### src/verilog/lfsr_way.sv
/*
 * Free-running 17-bit LFSR
 * Random source for victim ways and retry backoff
 */
`timescale 1ns/1ns

module lfsr_way (
	input  logic        clk_i,
	input  logic        rst_i,
	output logic [16:0] lfsr_o
);

	// Fibonacci form of x^17 + x^14 + 1, which runs through all non-zero states
	always_ff @(posedge clk_i) begin
		if (rst_i)
			lfsr_o <= 17'h00001;
		else
			lfsr_o <= {lfsr_o[15:0], lfsr_o[16] ^ lfsr_o[13]};
	end

endmodule

### config.mk
export PLATFORM = sky130hd
export DESIGN_NAME = lfsr_way
export DESIGN_NICKNAME = d
export VERILOG_FILES = /design/src/verilog/lfsr_way.sv
export SDC_FILE = /design/constraint.sdc
export NUM_CORES = 1
export LEC_CHECK = 0
export BUFFER_PORTS_ARGS = -buffer_cell sky130_fd_sc_hd__buf_2
export CORE_AREA = 5 5 42 44
export CTS_BUF_LIST = sky130_fd_sc_hd__clkbuf_16
export DETAILED_ROUTE_END_ITERATION = 16
export DIE_AREA = 0 0 47 49
export PLACE_DENSITY = 0.6
export SETUP_SLACK_MARGIN = 0.02
export SLEW_MARGIN = 20
export SYNTH_ARGS = -nofsm -noshare
export SYNTH_HDL_FRONTEND = slang
export SYNTH_SLANG_ARGS = --single-unit
### constraint.sdc
create_clock -name clk_i -period 1.5 [get_ports clk_i]
set_input_delay 0.225 -clock clk_i [delete_from_list [all_inputs] [get_ports clk_i]]
set_output_delay 0.225 -clock clk_i [all_outputs]
set_load 0.1 [all_outputs]
==> flow_summary.ini <==
[outcome]
status = completed

[setup_path]
cp_max_fo = 2
crit_buf_inv = 1
crit_chain = buf_2
path_class = register to output pin
slowest_delay_ps = 430
rr_worst_depth = 2
crit_family = buffers and inverters
cpMaxStageDelayCell = buf_2
crit_cells = 1
start_kind = register
cp.required_ps = 1270
end_kind = output pin
arrival_ps = 1020

[power_and_ir_drop]
internal-power_w = 0.000819
seqPwrFrac = 0.449
vdd_drop_max_uv = 790
switchingPower_w = 0.000206
clkPwrFrac = 0.493
switching_share = 0.201
comb_power_share = 0.057
powerDensity_nw_per_um2 = 1580
p_leak_nw = 0.331

[global_routing]
grt_pass1_vias = 321
antenna_found_initial = 0
grt_pass1_wl_microns = 1440
grt_overflow = 0
grt_usage = 0.0892
grt_max_degree = 18

[placement]
placement.io_buffers = 18
pre_cts_ws_ps = 511
gp_congestion = 0.580
place_hpwl_microns = 559

[die]
start_util = 0.337
coreArea_sq_um = 1400
die_x_microns = 47
pin_count = 19
rows = 14
chipHeight_microns = 49
dieArea_sq_um = 2300

[route]
viasPerCell = 4.19
drt_iter0_drc = 0
drt_wl_total_microns = 809
drtAntennaViolNets = 0
drc = 0
wl_per_cell_microns = 11.1
via_count = 306
dr.pass1.iters = 1

[clocking]
cts_sinks = 17
clockRootBuffer = clkbuf_16
insertion_delay_ps = 240
cts_resized = 0
cts_tree = done
cts-buffers-inserted = 3
clockBufferDepth = 2
clkTransAtPathRegs_ps = 50
cts_htree_levels = 1
hold_buffers = 0
post-cts-setup-buffers = 0

[sta]
relSlewSlack = 0.676
setup_slack_ps = 255
finalHoldViolCount = 0
period_share = 0.830
finalCriticalPeriod_ps = 1240
fmax_mhz = 804
finalSetupViolations = 0
skew_ps = 1.16
tns_ps = 0
finalMaxSlewViolations = 0
tightest_slew_ps = 490
rsz0062_at_grt = false
whs_ps = 332

[logic_synthesis]
ys_ff_latch = 17
synth_top_area_share = 0.721
yosys_warnings = 0
synth.avg_cell_area_sq_um = 13.1
synth_nets = 38
ys_types = 6
syn_inst = 36
netlist_area_sq_um = 472
yosysTopAreaCell = dfxtp_1
seq_area_frac_synth = 0.721
synthTopCellsByArea = dfxtp_1 72%, nor2b_1 16%, and2b_1 6.4%

[layout]
largest_register_ff_count = 17
largest_register = lfsr_o
area_delta_synth_final_pct = 37.7
reg_top3 = lfsr_o (17)
layout-drive-gt1-share = 0.368
final_nets = 60
diodes = 0

[worst_hold_path]
hold_depth = 2
hp-class = input port to register

[job]
cap_violations = 0
## placed cells by master, fill, tap and decap left out
master and instances:
inv_1 1, xnor2_1 1, nor2b_1 12, nand2b_1 1
and2b_1 4, dfxtp_1 17, clkbuf_16 3, buf_2 18
## synth_stat cells (all sizes together)
master and instances:
nand2b 1, and2b 4, nor2b 12, xnor2 1, dfxtp 17, buf 1
## area by class of cell
| type | instances | area (sq um) |
|---|---|---|
| Clock inverter | 1 | 3.75 |
| Clock buffer | 3 | 75.1 |
| Fill cell | 151 | 752 |
| Multi-Input combinational cell | 18 | 120 |
| Timing Repair Buffer | 18 | 90.1 |
| Tap cell | 16 | 20.0 |
| Sequential cell | 17 | 340 |
## power groups by stage
stage / Sequential (W) / Clock, W / Combinational [W]
after detailed placement: 0.000470 / 0 / 0.0000596
after floorplan: 0.000511 / 0 / 0.00000978
after CTS: 0.000461 / 0.000519 / 0.0000597
after global routing: 0.000461 / 0.000545 / 0.0000614
after global placement: 0.000470 / 0 / 0.0000594
final: 0.000461 / 0.000506 / 0.0000589
## logic make-up after synthesis
group | Yosys count | share of synthesized area
buffers and inverters | 1 | 0.0239
XOR/XNOR | 1 | 0.0186
AND/OR/NAND/NOR | 17 | 0.236
flip-flops | 17 | 0.721
## through the flow
stage	util	instances	power (W)	instance area, sq um
4_1_cts	0.463	73	0.00104	649
5_1_grt	0.463	73	0.00107	649
2_1_floorplan	-	36	0.000521	472
3_3_place_gp	0.407	69	0.000529	571
6_report	0.463	73	0.00103	649
3_5_place_dp	0.407	69	0.000529	571
## path summary, 6_finish.rpt
path                                            start                   end  slack, ps
worst max-delay path            lfsr_o[14]$_SDFF_PP0_            lfsr_o[14]        260
worst min-delay path                            rst_i  lfsr_o[6]$_SDFF_PP0_        330
worst max register to register  lfsr_o[13]$_SDFF_PP0_  lfsr_o[0]$_SDFF_PP1_        830
worst min register to register   lfsr_o[3]$_SDFF_PP0_  lfsr_o[4]$_SDFF_PP0_        450
## layer usage
layer / vias up / GRT usage / wire length (microns)
met1: 142 / 0.100 / 348
met2: 13 / 0.129 / 374
met3: 0 / 0.0554 / 87
met4: 0 / 0.0415 / 0
met5: - / 0 / 0
li1: 151 / - / -
Note: power is estimated with default switching activity, not from simulation.
