==> src/common/dcache_pkg.sv <==
/*
 * Shared definitions for the data cache subsystem
 * Address, line, bus and word widths
 * Address union with a raw view and a field view
 * CPU and bus request and response structs
 */
package dcache_pkg;

	// ==================================================
	// Widths
	// ==================================================

	localparam int ADDR_W = 32;
	localparam int LINE_W = 256;
	localparam int BUS_W = 128;
	localparam int WORD_W = 32;

	// Sixteen sets, each line split in two bus-wide halves
	localparam int SET_BITS = 4;
	localparam int OFS_BITS = 4;
	localparam int TAG_BITS = ADDR_W - SET_BITS - 1 - OFS_BITS;

	// ==================================================
	// Address word
	// ==================================================

	// Offset addresses a byte inside one 128-bit half
	typedef struct packed {
		logic [TAG_BITS-1:0] tag;
		logic [SET_BITS-1:0] index;
		logic                half;
		logic [OFS_BITS-1:0] offset;
	} dcache_addr_fields_t;

	// The same address, either as plain bits for the bus or split for the arrays
	typedef union packed {
		logic [ADDR_W-1:0]   raw;
		dcache_addr_fields_t f;
	} dcache_addr_u;

	// ==================================================
	// Requests and responses
	// ==================================================

	// The CPU holds all of these steady until it sees ack or err
	typedef struct packed {
		logic              cyc;
		logic              we;
		logic              nc;
		dcache_addr_u      adr;
		logic [3:0]        sel;
		logic [WORD_W-1:0] dat;
	} cpu_req_t;

	typedef struct packed {
		logic              ack;
		logic              err;
		logic [WORD_W-1:0] dat;
	} cpu_resp_t;

	// One 128-bit beat per request, sel has one bit per byte lane
	typedef struct packed {
		logic             cyc;
		logic             stb;
		logic             we;
		dcache_addr_u     adr;
		logic [15:0]      sel;
		logic [BUS_W-1:0] dat;
	} bus_req_t;

	// Ack, rty and err arrive as one-cycle pulses
	typedef struct packed {
		logic             ack;
		logic             rty;
		logic             err;
		logic [BUS_W-1:0] dat;
	} bus_resp_t;

endpackage
==> src/dcache/dcache_tags.sv <==
/*
 * Tag store of the data cache
 * Tag, valid and dirty arrays for every way
 * Combinational hit detection and victim readout
 */
`timescale 1ns/1ns

module dcache_tags #(
	parameter int WAYS = 4,
	parameter int SETS = 16
) (
	input  logic                            clk_i,
	input  logic                            rst_i,
	input  dcache_pkg::dcache_addr_u        lookup_adr_i,
	input  logic [$clog2(WAYS)-1:0]         way_i,
	input  logic                            tag_wr_i,
	input  logic                            dirty_set_i,
	input  logic [$clog2(WAYS)-1:0]         dirty_way_i,
	output logic                            hit_o,
	output logic [$clog2(WAYS)-1:0]         hit_way_o,
	output logic [dcache_pkg::TAG_BITS-1:0] victim_tag_o,
	output logic                            victim_dirty_o
);
	import dcache_pkg::*;

	localparam int WAY_BITS = $clog2(WAYS);

	logic [TAG_BITS-1:0] tag_q [WAYS][SETS];
	logic [WAYS-1:0][SETS-1:0] valid_q;
	logic [WAYS-1:0][SETS-1:0] dirty_q;
	logic [SET_BITS-1:0] idx;

	// Every port works on the set that the CPU address selects
	assign idx = lookup_adr_i.f.index;

	// Compare all ways at once so that a hit costs no extra cycle
	always_comb begin
		hit_o = 1'b0;
		hit_way_o = '0;
		for (int w = 0; w < WAYS; w++) begin
			if (valid_q[w][idx] && tag_q[w][idx] == lookup_adr_i.f.tag) begin
				hit_o = 1'b1;
				hit_way_o = WAY_BITS'(w);
			end
		end
	end

	// Only a valid and dirty line needs to go back to memory
	assign victim_tag_o = tag_q[way_i][idx];
	assign victim_dirty_o = valid_q[way_i][idx] && dirty_q[way_i][idx];

	// Tag write at the end of a line load
	always_ff @(posedge clk_i) begin
		if (tag_wr_i)
			tag_q[way_i][idx] <= lookup_adr_i.f.tag;
	end

	// ==================================================
	// Line state
	// ==================================================

	always_ff @(posedge clk_i) begin
		if (rst_i) begin
			valid_q <= '0;
			dirty_q <= '0;
		end
		else begin
			// A freshly loaded line starts out clean
			if (tag_wr_i) begin
				valid_q[way_i][idx] <= 1'b1;
				dirty_q[way_i][idx] <= 1'b0;
			end
			// Comes after the install so that a write miss leaves its line dirty
			if (dirty_set_i)
				dirty_q[dirty_way_i][idx] <= 1'b1;
		end
	end

endmodule

==> config.mk <==
export PLATFORM = sky130hd
export DESIGN_NAME = dcache_tags
export DESIGN_NICKNAME = d
export VERILOG_FILES = /design/src/common/dcache_pkg.sv /design/src/dcache/dcache_tags.sv
export SDC_FILE = /design/constraint.sdc
export NUM_CORES = 2
export LEC_CHECK = 0
export ABC_AREA = 1
export BUFFER_PORTS_ARGS = -buffer_cell sky130_fd_sc_hd__buf_4
export CORE_UTILIZATION = 30
export DETAILED_ROUTE_END_ITERATION = 8
export SLEW_MARGIN = 30
export SYNTH_ARGS = -nofsm -noshare
export SYNTH_HDL_FRONTEND = slang
export SYNTH_SLANG_ARGS = --single-unit
==> constraint.sdc <==
create_clock -name clk_i -period 4.3 [get_ports clk_i]
set_clock_uncertainty 0.2 [all_clocks]
set_input_delay 0.43 -clock clk_i [delete_from_list [all_inputs] [get_ports clk_i]]
set_output_delay 0.43 -clock clk_i [all_outputs]
set_load 0.005 [all_outputs]
==> impl_metrics.toml <==
[status]
status = "finished, final reports clean"

[floorplanning]
dieHeight_um = 474.5
io_pins = 67
core-area_um2 = 222100
initial_core_util_pct = 30.15
die_w_um = 474.5
rows = 173
dieArea_um2 = 225100

[logic_synthesis]
syn_nets = 6651
synth.cell_area_um2 = 66970
synth_cells = 6611
seq_area_frac_synth_pct = 69.83
yosysTopAreaCellShare_pct = 66.01
synthArstFlopShare_pct = 0
yosys_register_bits = 1600
ys_types = 34
synth_commonest_cells = "3725 x nand2_1, 1472 x edfxtp_1, 339 x nor2_1, 174 x buf_2, 153 x o21ai_0"
avgSynthCellArea_um2 = 10.13
synth.largest_area_cell = "edfxtp_1"
yosys_most_used_dff = "edfxtp_1"
synth.most_common_cell = "nand2_1"
yosys-top-cells-area = "edfxtp_1 66%, nand2_1 21%, dfxtp_1 3.8%, nor2_1 1.9%, buf_2 1.3%"
synth_edf_count = 1472
ys.warnings.count = 0

[worst_setup_path]
cp-end-kind = "output pin"
crit_top_cell = "nand2_1"
cp_num_cells = 21
reg2reg_slack_ns = 3.44
critPathLaunchType = "input port"
crit_path_top_delay_cell = "nor2_1"
crit_path_max_incr_delay_ns = 0.47
cp.buffers_inverters = 6
crit_family = "simple AND/OR/NAND/NOR gates"
required_ns = 3.67
worstSetupStartpoint = "lookup_adr_i[5]"
cp-endpoint = "hit_o"
cp_cell_sequence = "buf_8, inv_8, buf_12, buf_4, nand2_1, nand2_1, nand2_1, nand3_1, nand2_1, nand2_1, nor2_1, nand2_1, nand2_1, nor2_1, nand2_1, nor2_1, nand3_1, nand2_1, inv_1, nand2_1, buf_4"
rr_worst_depth = 2
worstSetupPathType = "input port to output pin"
path_max_fanout = 44
reg2reg_to = "dirty_q[21]$_SDFF_PP0_"
r2r_start = "dirty_q[21]$_SDFF_PP0_"
arrival_ns = 3.32

[cells_and_area]
n_fill_cell = 21980
utilization_pct = 35.07
area_delta_synth_final_pct = 16.30
nets = 6851
drive_gt1_share_pct = 9.437
final_cell_area_um2 = 77880

[sta]
rsz0062_at_grt = "no"
relSlewSlack_pct = 33.23
setup_viol = 0
period_minus_slack_ns = 3.949
setup_tns_ns = 0
final_max_slew_viol_count = 0
fin_crit_sh_pct = 91.84
timing.fmax_mhz = 253.2
holdWs_ns = 0.04570
tightest_slew_ns = 1.002
hold_viol = 0

[hold_path]
min_path_cells = 2
hold_path_class = "input port to register"

[routing]
drc_errors = 0
avgViaCountPerCell = 4.835
via_count = 48010
first_pass_iters = 5
drt.antenna.violating_nets = 0
post_drt_wl_per_cell_um = 21.76
drt_iter0_drc = 5242
drt_wl_total_um = 216100

[clocking]
postCtsSetupRepairBufs = 0
clkTransAtPathRegs_ns = 0.06
cts.sinks = 1600
cts_made_buffers = 166
clk-insertion-delay-late_ns = 0.80
htreeDepth = 4
cts_resized = 0
clock_path_buffers = 3
root_buffer = "clkbuf_16"
tritoncts = "yes"

[grt]
grt_pass1_vias = 44070
track_usage_pct = 18.93
antenna_found_initial = 3
grt_max_degree = 104
grt_pass1_wl_um = 310000
overflow = 0

[power_and_ir_drop]
powerDensity_nw_per_um2 = 435.3
vdd_drop_max_uv = 405.3
power_mw = 33.90
p_leak_nw = 30.49

[place]
io_buffers = 61
finalWeightedCongestion = 1.014
place_area_um2 = 72300
place_hpwl_um = 130400

[flow_run]
max_cap_viol_count = 0
[flip-flops by register name, indices dropped and copies added, names as in the netlist]
register,cells
tag_q,1472
dirty_q,64
valid_q,64
[routing by layer]
| metal | wire length [um] | track usage [%] | vias up |
|---|---|---|---|
| met3 | 16750 | 3.140 | 430 |
| met4 | 12150 | 9.963 | 2 |
| met1 | 91530 | 25.85 | 23230 |
| met5 | 16 | 0 | - |
| met2 | 95630 | 28.77 | 2139 |
| li1 | - | - | 22210 |
[power by group]
part / internal [mW] / switching [mW] / total (mW)
logic: 0.663 / 1.95 / 2.61
clock network: 8.05 / 6.14 / 14.2
registers: 17.1 / 0.0253 / 17.1
total: 25.8 / 8.11 / 33.9
[area by class of cell]
| type | instances | area, um2 | share of cell area, % |
|---|---|---|---|
| tap | 2975 | 3722 | 4.779 |
| antenna | 5 | 12.51 | 0.01607 |
| clock inverter | 98 | 930.9 | 1.195 |
| clock buffer | 210 | 4413 | 5.666 |
| timing repair buffer | 349 | 3193 | 4.100 |
| multi-input combinational | 4607 | 18500 | 23.75 |
| sequential | 1600 | 46760 | 60.05 |
| inverter | 87 | 349.1 | 0.4482 |
[per-stage QoR]
| stage | std cells | worst slack, ns |
|---|---|---|
| after CTS | 9926 | 0.3472 |
| after detailed placement | 9595 | 0.3600 |
| final | 9931 | 0.3510 |
| after floorplan | 6611 | 1.116 |
| after global routing | 9926 | 0.1554 |
| after global placement | 9595 | 0.3297 |
[cells in the final DEF, fill, tap and decap left out, types with 4 or more instances in the layout]
master         Yosys  routed
dlygate4sd3_1      0      23
a21oi_1          112     112
dfxtp_1          128     128
nor3_2             0       4
o21ai_0          153     153
inv_1             77      75
nor2_2             3      66
clkinv_1           1      35
o221ai_1          21      21
o21ba_2            7       7
a22oi_1           25      25
nand4_1           18      18
diode_2            0       5
bufinv_16          0      12
clkinv_2           0      32
buf_4             22     284
nand3_1          140     140
nand2_1         3725    3723
clkinvlp_4         0       6
clkinv_8           0       4
buf_12             0      40
o21ai_1           22      22
o22a_1            21      21
clkbuf_16          0     169
inv_2              8       6
inv_6              0       4
nor2_1           339     274
inv_16             0       5
clkbuf_1         100      38
edfxtp_1        1472    1472
[worst min-delay path by stage]
stage	startpoint	end	slack (ns)
final	rst_i	valid_q[12]$_SDFFE_PP0P_	0.05
after floorplan	valid_q[27]$_SDFFE_PP0P_	valid_q[27]$_SDFFE_PP0P_	0.23
after global routing	lookup_adr_i[27]	tag_q[1][64]$_DFFE_PP_	0.04
after detailed placement	valid_q[43]$_SDFFE_PP0P_	valid_q[43]$_SDFFE_PP0P_	0.24
after global placement	valid_q[27]$_SDFFE_PP0P_	valid_q[27]$_SDFFE_PP0P_	0.24
after CTS	rst_i	valid_q[12]$_SDFFE_PP0P_	0.001
[repair_timing]
action | 4_1_cts | 5_1_grt
hold buffers | 23 | 0
endpoints found under the setup margin | 0 | 0
endpoints found under the hold margin | 518 | 0
[worst reg2reg max path, stage by stage, from the launching register on]
cell and delay (ns):
dfxtp_1 0.34, o21ai_0 0.08, a21oi_1 0.16
[logic make-up after synthesis]
logic type / count (synthesis) / share of synthesized area [%]
simple gates: 4237 / 24.14
compound gates: 370 / 3.189
buf+inv: 404 / 2.840
flops: 1600 / 69.83
No activity file was read; power rests on OpenSTA's default activity.
