--- config.mk ---
export PLATFORM = sky130hd
export DESIGN_NAME = dcache_ctrl
export DESIGN_NICKNAME = d
export VERILOG_FILES = /design/src/common/dcache_pkg.sv /design/src/dcache/dcache_ctrl.sv
export SDC_FILE = /design/constraint.sdc
export NUM_CORES = 1
export LEC_CHECK = 0
export BUFFER_PORTS_ARGS = -buffer_cell sky130_fd_sc_hd__buf_2
export CAP_MARGIN = 20
export CORE_AREA = 2 2 293 295
export DETAILED_ROUTE_END_ITERATION = 6
export DIE_AREA = 0 0 295 297
export MAX_ROUTING_LAYER = met4
export PLACE_DENSITY = 0.32
export SYNTH_ARGS = -nofsm -noshare
export SYNTH_HDL_FRONTEND = slang
export SYNTH_SLANG_ARGS = --single-unit
--- constraint.sdc ---
create_clock -name clk_i -period 2.9 [get_ports clk_i]
set_input_delay 0.435 -clock clk_i [delete_from_list [all_inputs] [get_ports clk_i]]
set_output_delay 0.435 -clock clk_i [all_outputs]
set_load 0.02 [all_outputs]
--- src/common/dcache_pkg.sv ---
/*
 * Shared definitions for the data cache subsystem
 * Address, line, bus and word widths
 * Address union with a raw view and a field view
 * CPU and bus request and response structs
 */
package dcache_pkg;

	// ==================================================
	// Widths
	// ==================================================

	localparam int ADDR_W = 32;
	localparam int LINE_W = 256;
	localparam int BUS_W = 128;
	localparam int WORD_W = 32;

	// Sixteen sets, each line split in two bus-wide halves
	localparam int SET_BITS = 4;
	localparam int OFS_BITS = 4;
	localparam int TAG_BITS = ADDR_W - SET_BITS - 1 - OFS_BITS;

	// ==================================================
	// Address word
	// ==================================================

	// Offset addresses a byte inside one 128-bit half
	typedef struct packed {
		logic [TAG_BITS-1:0] tag;
		logic [SET_BITS-1:0] index;
		logic                half;
		logic [OFS_BITS-1:0] offset;
	} dcache_addr_fields_t;

	// The same address, either as plain bits for the bus or split for the arrays
	typedef union packed {
		logic [ADDR_W-1:0]   raw;
		dcache_addr_fields_t f;
	} dcache_addr_u;

	// ==================================================
	// Requests and responses
	// ==================================================

	// The CPU holds all of these steady until it sees ack or err
	typedef struct packed {
		logic              cyc;
		logic              we;
		logic              nc;
		dcache_addr_u      adr;
		logic [3:0]        sel;
		logic [WORD_W-1:0] dat;
	} cpu_req_t;

	typedef struct packed {
		logic              ack;
		logic              err;
		logic [WORD_W-1:0] dat;
	} cpu_resp_t;

	// One 128-bit beat per request, sel has one bit per byte lane
	typedef struct packed {
		logic             cyc;
		logic             stb;
		logic             we;
		dcache_addr_u     adr;
		logic [15:0]      sel;
		logic [BUS_W-1:0] dat;
	} bus_req_t;

	// Ack, rty and err arrive as one-cycle pulses
	typedef struct packed {
		logic             ack;
		logic             rty;
		logic             err;
		logic [BUS_W-1:0] dat;
	} bus_resp_t;

endpackage
--- src/dcache/dcache_ctrl.sv ---
/*
 * Request controller of the data cache
 * Hit response, miss with writeback and line load, bypass access
 * Retry backoff and error abort
 * Fill data merging and CPU response muxing
 */
`timescale 1ns/1ns

module dcache_ctrl #(
	parameter int WAYS = 4,
	parameter int SETS = 16
) (
	input  logic                            clk_i,
	input  logic                            rst_i,
	input  logic                            dce_i,
	input  dcache_pkg::cpu_req_t            cpu_req_i,
	input  dcache_pkg::bus_resp_t           bus_resp_i,
	input  logic                            hit_i,
	input  logic [$clog2(WAYS)-1:0]         hit_way_i,
	input  logic [dcache_pkg::TAG_BITS-1:0] victim_tag_i,
	input  logic                            victim_dirty_i,
	input  logic [dcache_pkg::BUS_W-1:0]    half_i,
	input  logic [dcache_pkg::WORD_W-1:0]   word_i,
	input  logic [16:0]                     lfsr_i,
	output dcache_pkg::cpu_resp_t           cpu_resp_o,
	output dcache_pkg::bus_req_t            bus_req_o,
	output logic [$clog2(WAYS)-1:0]         way_o,
	output logic                            tag_wr_o,
	output logic                            fill_wr_o,
	output logic [dcache_pkg::BUS_W-1:0]    fill_dat_o,
	output logic                            cpu_wr_o,
	output logic                            dirty_set_o
);
	import dcache_pkg::*;

	localparam int WAY_BITS = $clog2(WAYS);
	localparam int IDX_BITS = $clog2(SETS);
	localparam int IDX_LO = OFS_BITS + 1;

	typedef enum logic [2:0] {
		ST_IDLE,
		ST_WB,
		ST_LOAD,
		ST_WAIT,
		ST_BACKOFF,
		ST_BYP
	} state_t;

	state_t state_q;
	// Where the wait and backoff states continue
	state_t ret_q;
	logic half_q;
	logic [1:0] got_q;
	logic [WAY_BITS-1:0] vway_q;
	logic resp_ack_q;
	logic resp_err_q;
	logic [WORD_W-1:0] resp_dat_q;

	logic cached;
	logic beat;
	logic own_half;
	logic last_half;
	logic [1:0] word_sel;
	logic [WORD_W-1:0] fill_word;
	dcache_addr_u wb_adr;
	dcache_addr_u ld_adr;

	// With the cache disabled every request goes straight to the bus
	assign cached = dce_i && !cpu_req_i.nc;
	assign word_sel = cpu_req_i.adr.f.offset[3:2];
	assign beat = state_q == ST_WB || state_q == ST_LOAD || state_q == ST_BYP;

	// The beat in flight carries the half that the CPU addressed
	assign own_half = half_q == cpu_req_i.adr.f.half;
	// True when this beat completes the line
	assign last_half = (got_q | (2'b01 << half_q)) == 2'b11;

	// ==================================================
	// Bus request
	// ==================================================

	// Victim line address, the set is shared with the CPU address
	assign wb_adr.raw = {victim_tag_i, cpu_req_i.adr.raw[IDX_LO +: IDX_BITS], half_q,
		{OFS_BITS{1'b0}}};

	always_comb begin
		ld_adr = cpu_req_i.adr;
		ld_adr.f.half = half_q;
		ld_adr.f.offset = '0;
	end

	// Built from state so that cyc, stb and we are low straight out of reset.
	// The address also steers the data array, hence the CPU address when idle
	always_comb begin
		bus_req_o.cyc = beat;
		bus_req_o.stb = beat;
		bus_req_o.we = state_q == ST_WB || (state_q == ST_BYP && cpu_req_i.we);
		bus_req_o.adr = ld_adr;
		bus_req_o.sel = 16'hffff;
		bus_req_o.dat = half_i;
		if (state_q == ST_WB)
			bus_req_o.adr = wb_adr;
		if (state_q == ST_IDLE || state_q == ST_BYP)
			bus_req_o.adr = cpu_req_i.adr;
		// A bypass moves one word in its byte lanes
		if (state_q == ST_BYP) begin
			bus_req_o.sel = 16'(cpu_req_i.sel) << {word_sel, 2'b00};
			bus_req_o.dat = {4{cpu_req_i.dat}};
		end
	end

	// ==================================================
	// Array strobes
	// ==================================================

	// Write miss bytes go into the beat that holds their half
	always_comb begin
		fill_dat_o = bus_resp_i.dat;
		if (cpu_req_i.we && own_half) begin
			for (int b = 0; b < 4; b++) begin
				if (cpu_req_i.sel[b])
					fill_dat_o[{word_sel, 5'd0} + b * 8 +: 8] = cpu_req_i.dat[b * 8 +: 8];
			end
		end
	end

	assign fill_word = fill_dat_o[{word_sel, 5'd0} +: WORD_W];

	assign fill_wr_o = state_q == ST_LOAD && bus_resp_i.ack;
	assign tag_wr_o = fill_wr_o && last_half;
	assign cpu_wr_o = state_q == ST_IDLE && cpu_req_i.cyc && cached && hit_i && cpu_req_i.we;
	// A write miss leaves its new line dirty
	assign dirty_set_o = cpu_wr_o || (tag_wr_o && cpu_req_i.we);

	// Hits use the matching way, a miss sticks to its victim
	assign way_o = state_q == ST_IDLE ? hit_way_i : vway_q;

	// Hits answer combinationally, everything else from the response registers
	always_comb begin
		if (state_q == ST_IDLE) begin
			cpu_resp_o.ack = cpu_req_i.cyc && cached && hit_i;
			cpu_resp_o.err = 1'b0;
			cpu_resp_o.dat = word_i;
		end
		else begin
			cpu_resp_o.ack = resp_ack_q;
			cpu_resp_o.err = resp_err_q;
			cpu_resp_o.dat = resp_dat_q;
		end
	end

	// ==================================================
	// Request FSM
	// ==================================================

	always_ff @(posedge clk_i) begin
		if (rst_i) begin
			state_q <= ST_IDLE;
			ret_q <= ST_IDLE;
			half_q <= 1'b0;
			got_q <= 2'b00;
			vway_q <= '0;
			resp_ack_q <= 1'b0;
			resp_err_q <= 1'b0;
		end
		else begin
			// CPU ack and err are single-cycle pulses
			resp_ack_q <= 1'b0;
			resp_err_q <= 1'b0;
			case (state_q)
			ST_IDLE: begin
				if (cpu_req_i.cyc && !cached) begin
					state_q <= ST_BYP;
				end
				else if (cpu_req_i.cyc && !hit_i) begin
					// Victim chosen now, its dirty state is checked in the wait state
					vway_q <= lfsr_i[WAY_BITS-1:0];
					half_q <= 1'b0;
					got_q <= 2'b00;
					ret_q <= ST_WB;
					state_q <= ST_WAIT;
				end
			end
			ST_WB, ST_LOAD, ST_BYP: begin
				if (bus_resp_i.ack) begin
					state_q <= ST_WAIT;
					if (state_q == ST_WB) begin
						half_q <= ~half_q;
						ret_q <= half_q ? ST_LOAD : ST_WB;
					end
					else if (state_q == ST_LOAD) begin
						got_q[half_q] <= 1'b1;
						half_q <= ~half_q;
						if (own_half)
							resp_dat_q <= fill_word;
						resp_ack_q <= last_half;
						ret_q <= last_half ? ST_IDLE : ST_LOAD;
					end
					else begin
						resp_ack_q <= 1'b1;
						resp_dat_q <= bus_resp_i.dat[{word_sel, 5'd0} +: WORD_W];
						ret_q <= ST_IDLE;
					end
				end
				else if (bus_resp_i.rty) begin
					// Same beat again after the backoff
					ret_q <= state_q;
					state_q <= ST_BACKOFF;
				end
				else if (bus_resp_i.err) begin
					// Abandon the access, the tags stay untouched
					resp_err_q <= 1'b1;
					ret_q <= ST_IDLE;
					state_q <= ST_WAIT;
				end
			end
			ST_WAIT: begin
				// A clean victim skips the writeback altogether
				if (ret_q == ST_WB && !victim_dirty_i)
					state_q <= ST_LOAD;
				else
					state_q <= ret_q;
			end
			ST_BACKOFF: begin
				// Leaves on average after eight cycles
				if (lfsr_i[6:4] == 3'b111)
					state_q <= ret_q;
			end
			default: begin
				state_q <= ST_IDLE;
			end
			endcase
		end
	end

endmodule

==> impl_metrics.env <==
export IMPL_yosysMostFrequentCell="nand2_1"
export IMPL_initial_core_util=0.0946
export IMPL_grt_pass1_vias=13177
export IMPL_antenna_found_initial=25
export IMPL_clock_latency_ns=0.33
export IMPL_drive_gt1_frac=0.412
export IMPL_r2r_cells=6
export IMPL_met1_usage=0.227
export IMPL_syn_cell_area_mm2=0.00799
export IMPL_setup_violations=0
export IMPL_path_clk_slew_ns=0.07
export IMPL_io_pins=756
export IMPL_synth_edff_count=32
export IMPL_cp_data_required_time_ns=2.47
export IMPL_min_period_ns=2.75
export IMPL_place_area_mm2=0.0137
export IMPL_seq_area_frac_synth=0.153
export IMPL_synth_top_cell_area_share=0.300
export IMPL_drtIter0Drc=793
export IMPL_die_area_mm2=0.0876
export IMPL_grt_start_max_net_pins=73
export IMPL_placementRows=107
export IMPL_drt_total_wl_um=77700
export IMPL_postSynth_asyncResetShare=0
export IMPL_drc=0
export IMPL_ys_flop_type="edfxtp_1"
export IMPL_area_growth_synth_to_final_pct=73.6
export IMPL_cts_buffers=5
export IMPL_reg2reg_from="state_q[2]"
export IMPL_crit_path_end_kind="output pin"
export IMPL_dieHeight_um=297
export IMPL_leakage_nw=6.94
export IMPL_postCtsHoldBufs=0
export IMPL_period_share=0.950
export IMPL_worst_pin_slew_ns=0.639
export IMPL_avgRoutedWirePerCell_um=23.3
export IMPL_ir_worst_vdd_v=0.000329
export IMPL_cts_htree_levels=2
export IMPL_fin_skew_ns=0.0162
export IMPL_status="finished clean"
export IMPL_vias=13272
export IMPL_routabilityCongestion=0.863
export IMPL_max_freq_ghz=0.363
export IMPL_cts_sinks=45
export IMPL_first_pass_iters=5
export IMPL_finalMaxSlewViolations=0
export IMPL_synth_distinct_cells=49
export IMPL_avgViaCountPerCell=3.97
export IMPL_cap_violations=0
export IMPL_start_kind="flop"
export IMPL_grt_met3_usage=0.0265
export IMPL_chipWidth_um=295
export IMPL_reg2reg_slack_ns=0.48
export IMPL_core_area_mm2=0.0845
export IMPL_hp_class="in2reg"
export IMPL_use_met2=0.291
export IMPL_synth_common_cells="nand2_1 (638), o21ai_0 (136), nor2_1 (113), nand3_1 (109), a211oi_1 (98)"
export IMPL_grt_ovfl_total=0
export IMPL_tritoncts="yes"
export IMPL_postRouteAntennaNets=0
export IMPL_portBuffers=735
export IMPL_crit_path_start="half_q"
export IMPL_final_nets=2604
export IMPL_place_hpwl_um=67100
export IMPL_nFillCells=10016
export IMPL_setup_ws_ns=0.146
export IMPL_hold_viol=0
export IMPL_crit_arrival_ns=2.32
export IMPL_synth_ff_latch_count=45
export IMPL_track_usage=0.176
export IMPL_hp_start="lfsr_i[0]"
export IMPL_ctsLongestPathBuffers=2
export IMPL_busiest_layer="met2"
export IMPL_clock_tree_root_cell="clkbuf_16"
export IMPL_syn_nets=1872
export IMPL_finalInstanceArea_mm2=0.0139
export IMPL_grt_pass1_wl_um=105000
export IMPL_power_density_mw_per_mm2=525
export IMPL_cp_max_fo=21
export IMPL_slew_headroom=0.574
export IMPL_synthCells=1457
export IMPL_min_delay_path_depth=3
export IMPL_yosys_top_cells_area="nand2_1 (30%), edfxtp_1 (12%), a211oi_1 (9.2%), o21ai_0 (8.5%), nand3_1 (6.8%)"
export IMPL_yosys_warnings=0
export IMPL_path_class="reg2out"
export IMPL_syn_area_per_cell_um2=5.48
export IMPL_yosys_area_top_type="nand2_1"
export IMPL_rsz0062_at_grt="false"
export IMPL_pre_cts_ws_ns=0.00419
-- path summary, 6_finish.rpt --
path	to
max	fill_dat_o[45]
min	vway_q[0]
max reg2reg	resp_dat_q[7]
min reg2reg	ret_q[0]
-- worst max-delay path, cell delays in order, from the launching register on --
cell and delay, ns:
dfxtp_1 0.34, xnor2_2 0.22, buf_12 0.19, and2_1 0.22
nand2_1 0.33, o21ai_0 0.46, buf_2 0.24
-- metrics by stage --
stage                     utilization  hold WS [ns]  cells  setup TNS, ns  power (W)
final                           0.164         0.350   3343              0    0.00728
after global placement          0.162         0.446   3326        -0.0280    0.00681
after floorplan                     -         0.432   1457       -0.00988    0.00407
after global routing            0.164         0.347   3341              0    0.00788
after detailed placement        0.162         0.453   3326              0    0.00675
after CTS                       0.164         0.330   3334              0    0.00746
-- power by group --
part           leakage, nW  total [W]  internal [W]  switching, W
sequential           0.393   0.000832      0.000766     0.0000661
combinational         6.48    0.00579       0.00187       0.00393
clock               0.0675   0.000653      0.000323      0.000330
-- final cells by class --
class | instances | area, um^2 | area share
diodes | 9 | 22.5 | 0.00162
clock buffers | 6 | 129 | 0.00929
clock inverters | 2 | 13.8 | 0.000993
inverters | 7 | 26.3 | 0.00189
multi-input cells | 1285 | 6350 | 0.458
flip-flops and latches | 45 | 1220 | 0.0883
well taps | 1144 | 1430 | 0.103
repair buffers | 845 | 4670 | 0.337
-- routing by layer --
metal  vias up  wire length (um)
li1       6490                 -
met5         -                 0
met1      6120             35100
met3        61              4480
met2       601             36900
met4         0              1210
-- what timing repair did --
action / CTS / global route
buffers inserted: 0 / 0
setup endpoints to repair: 2 / 43
gates resized for setup: 2 / 6
-- state kept, by name, indices dropped and copies added, names as in the netlist --
| name | cells |
|---|---|
| resp_ack_q | 1 |
| state_q | 3 |
| got_q | 2 |
| ret_q | 3 |
| vway_q | 2 |
| resp_err_q | 1 |
| half_q | 1 |
| resp_dat_q | 32 |
-- cell usage in the layout, fill, tap and decap left out, drive strengths merged, types with 3 or more instances in the layout --
cell type / instances
mux2i: 4
clkbuf: 6
and2: 13
dfxtp: 13
and4bb: 3
nor4: 25
a211oi: 98
inv: 8
o21ai: 136
ha: 6
nand3b: 4
o211ai: 24
nand2: 638
nor2b: 6
or3: 4
and4: 9
buf: 845
edfxtp: 32
mux2: 23
a21oi: 13
nand3: 109
diode: 9
nor2: 113
a31oi: 10
nand4: 3
nor3: 13
nand2b: 7
-- logic make-up after synthesis --
logic type	share of synthesized area
multiplexers	0.0374
AND/OR/NAND/NOR	0.501
buffers and inverters	0.0642
XOR/XNOR	0.00110
flip-flops	0.153
adder cells (fa/ha/maj)	0.00940
AO/OA/AOI/OAI	0.234
(Power assumes the default switching activity.)
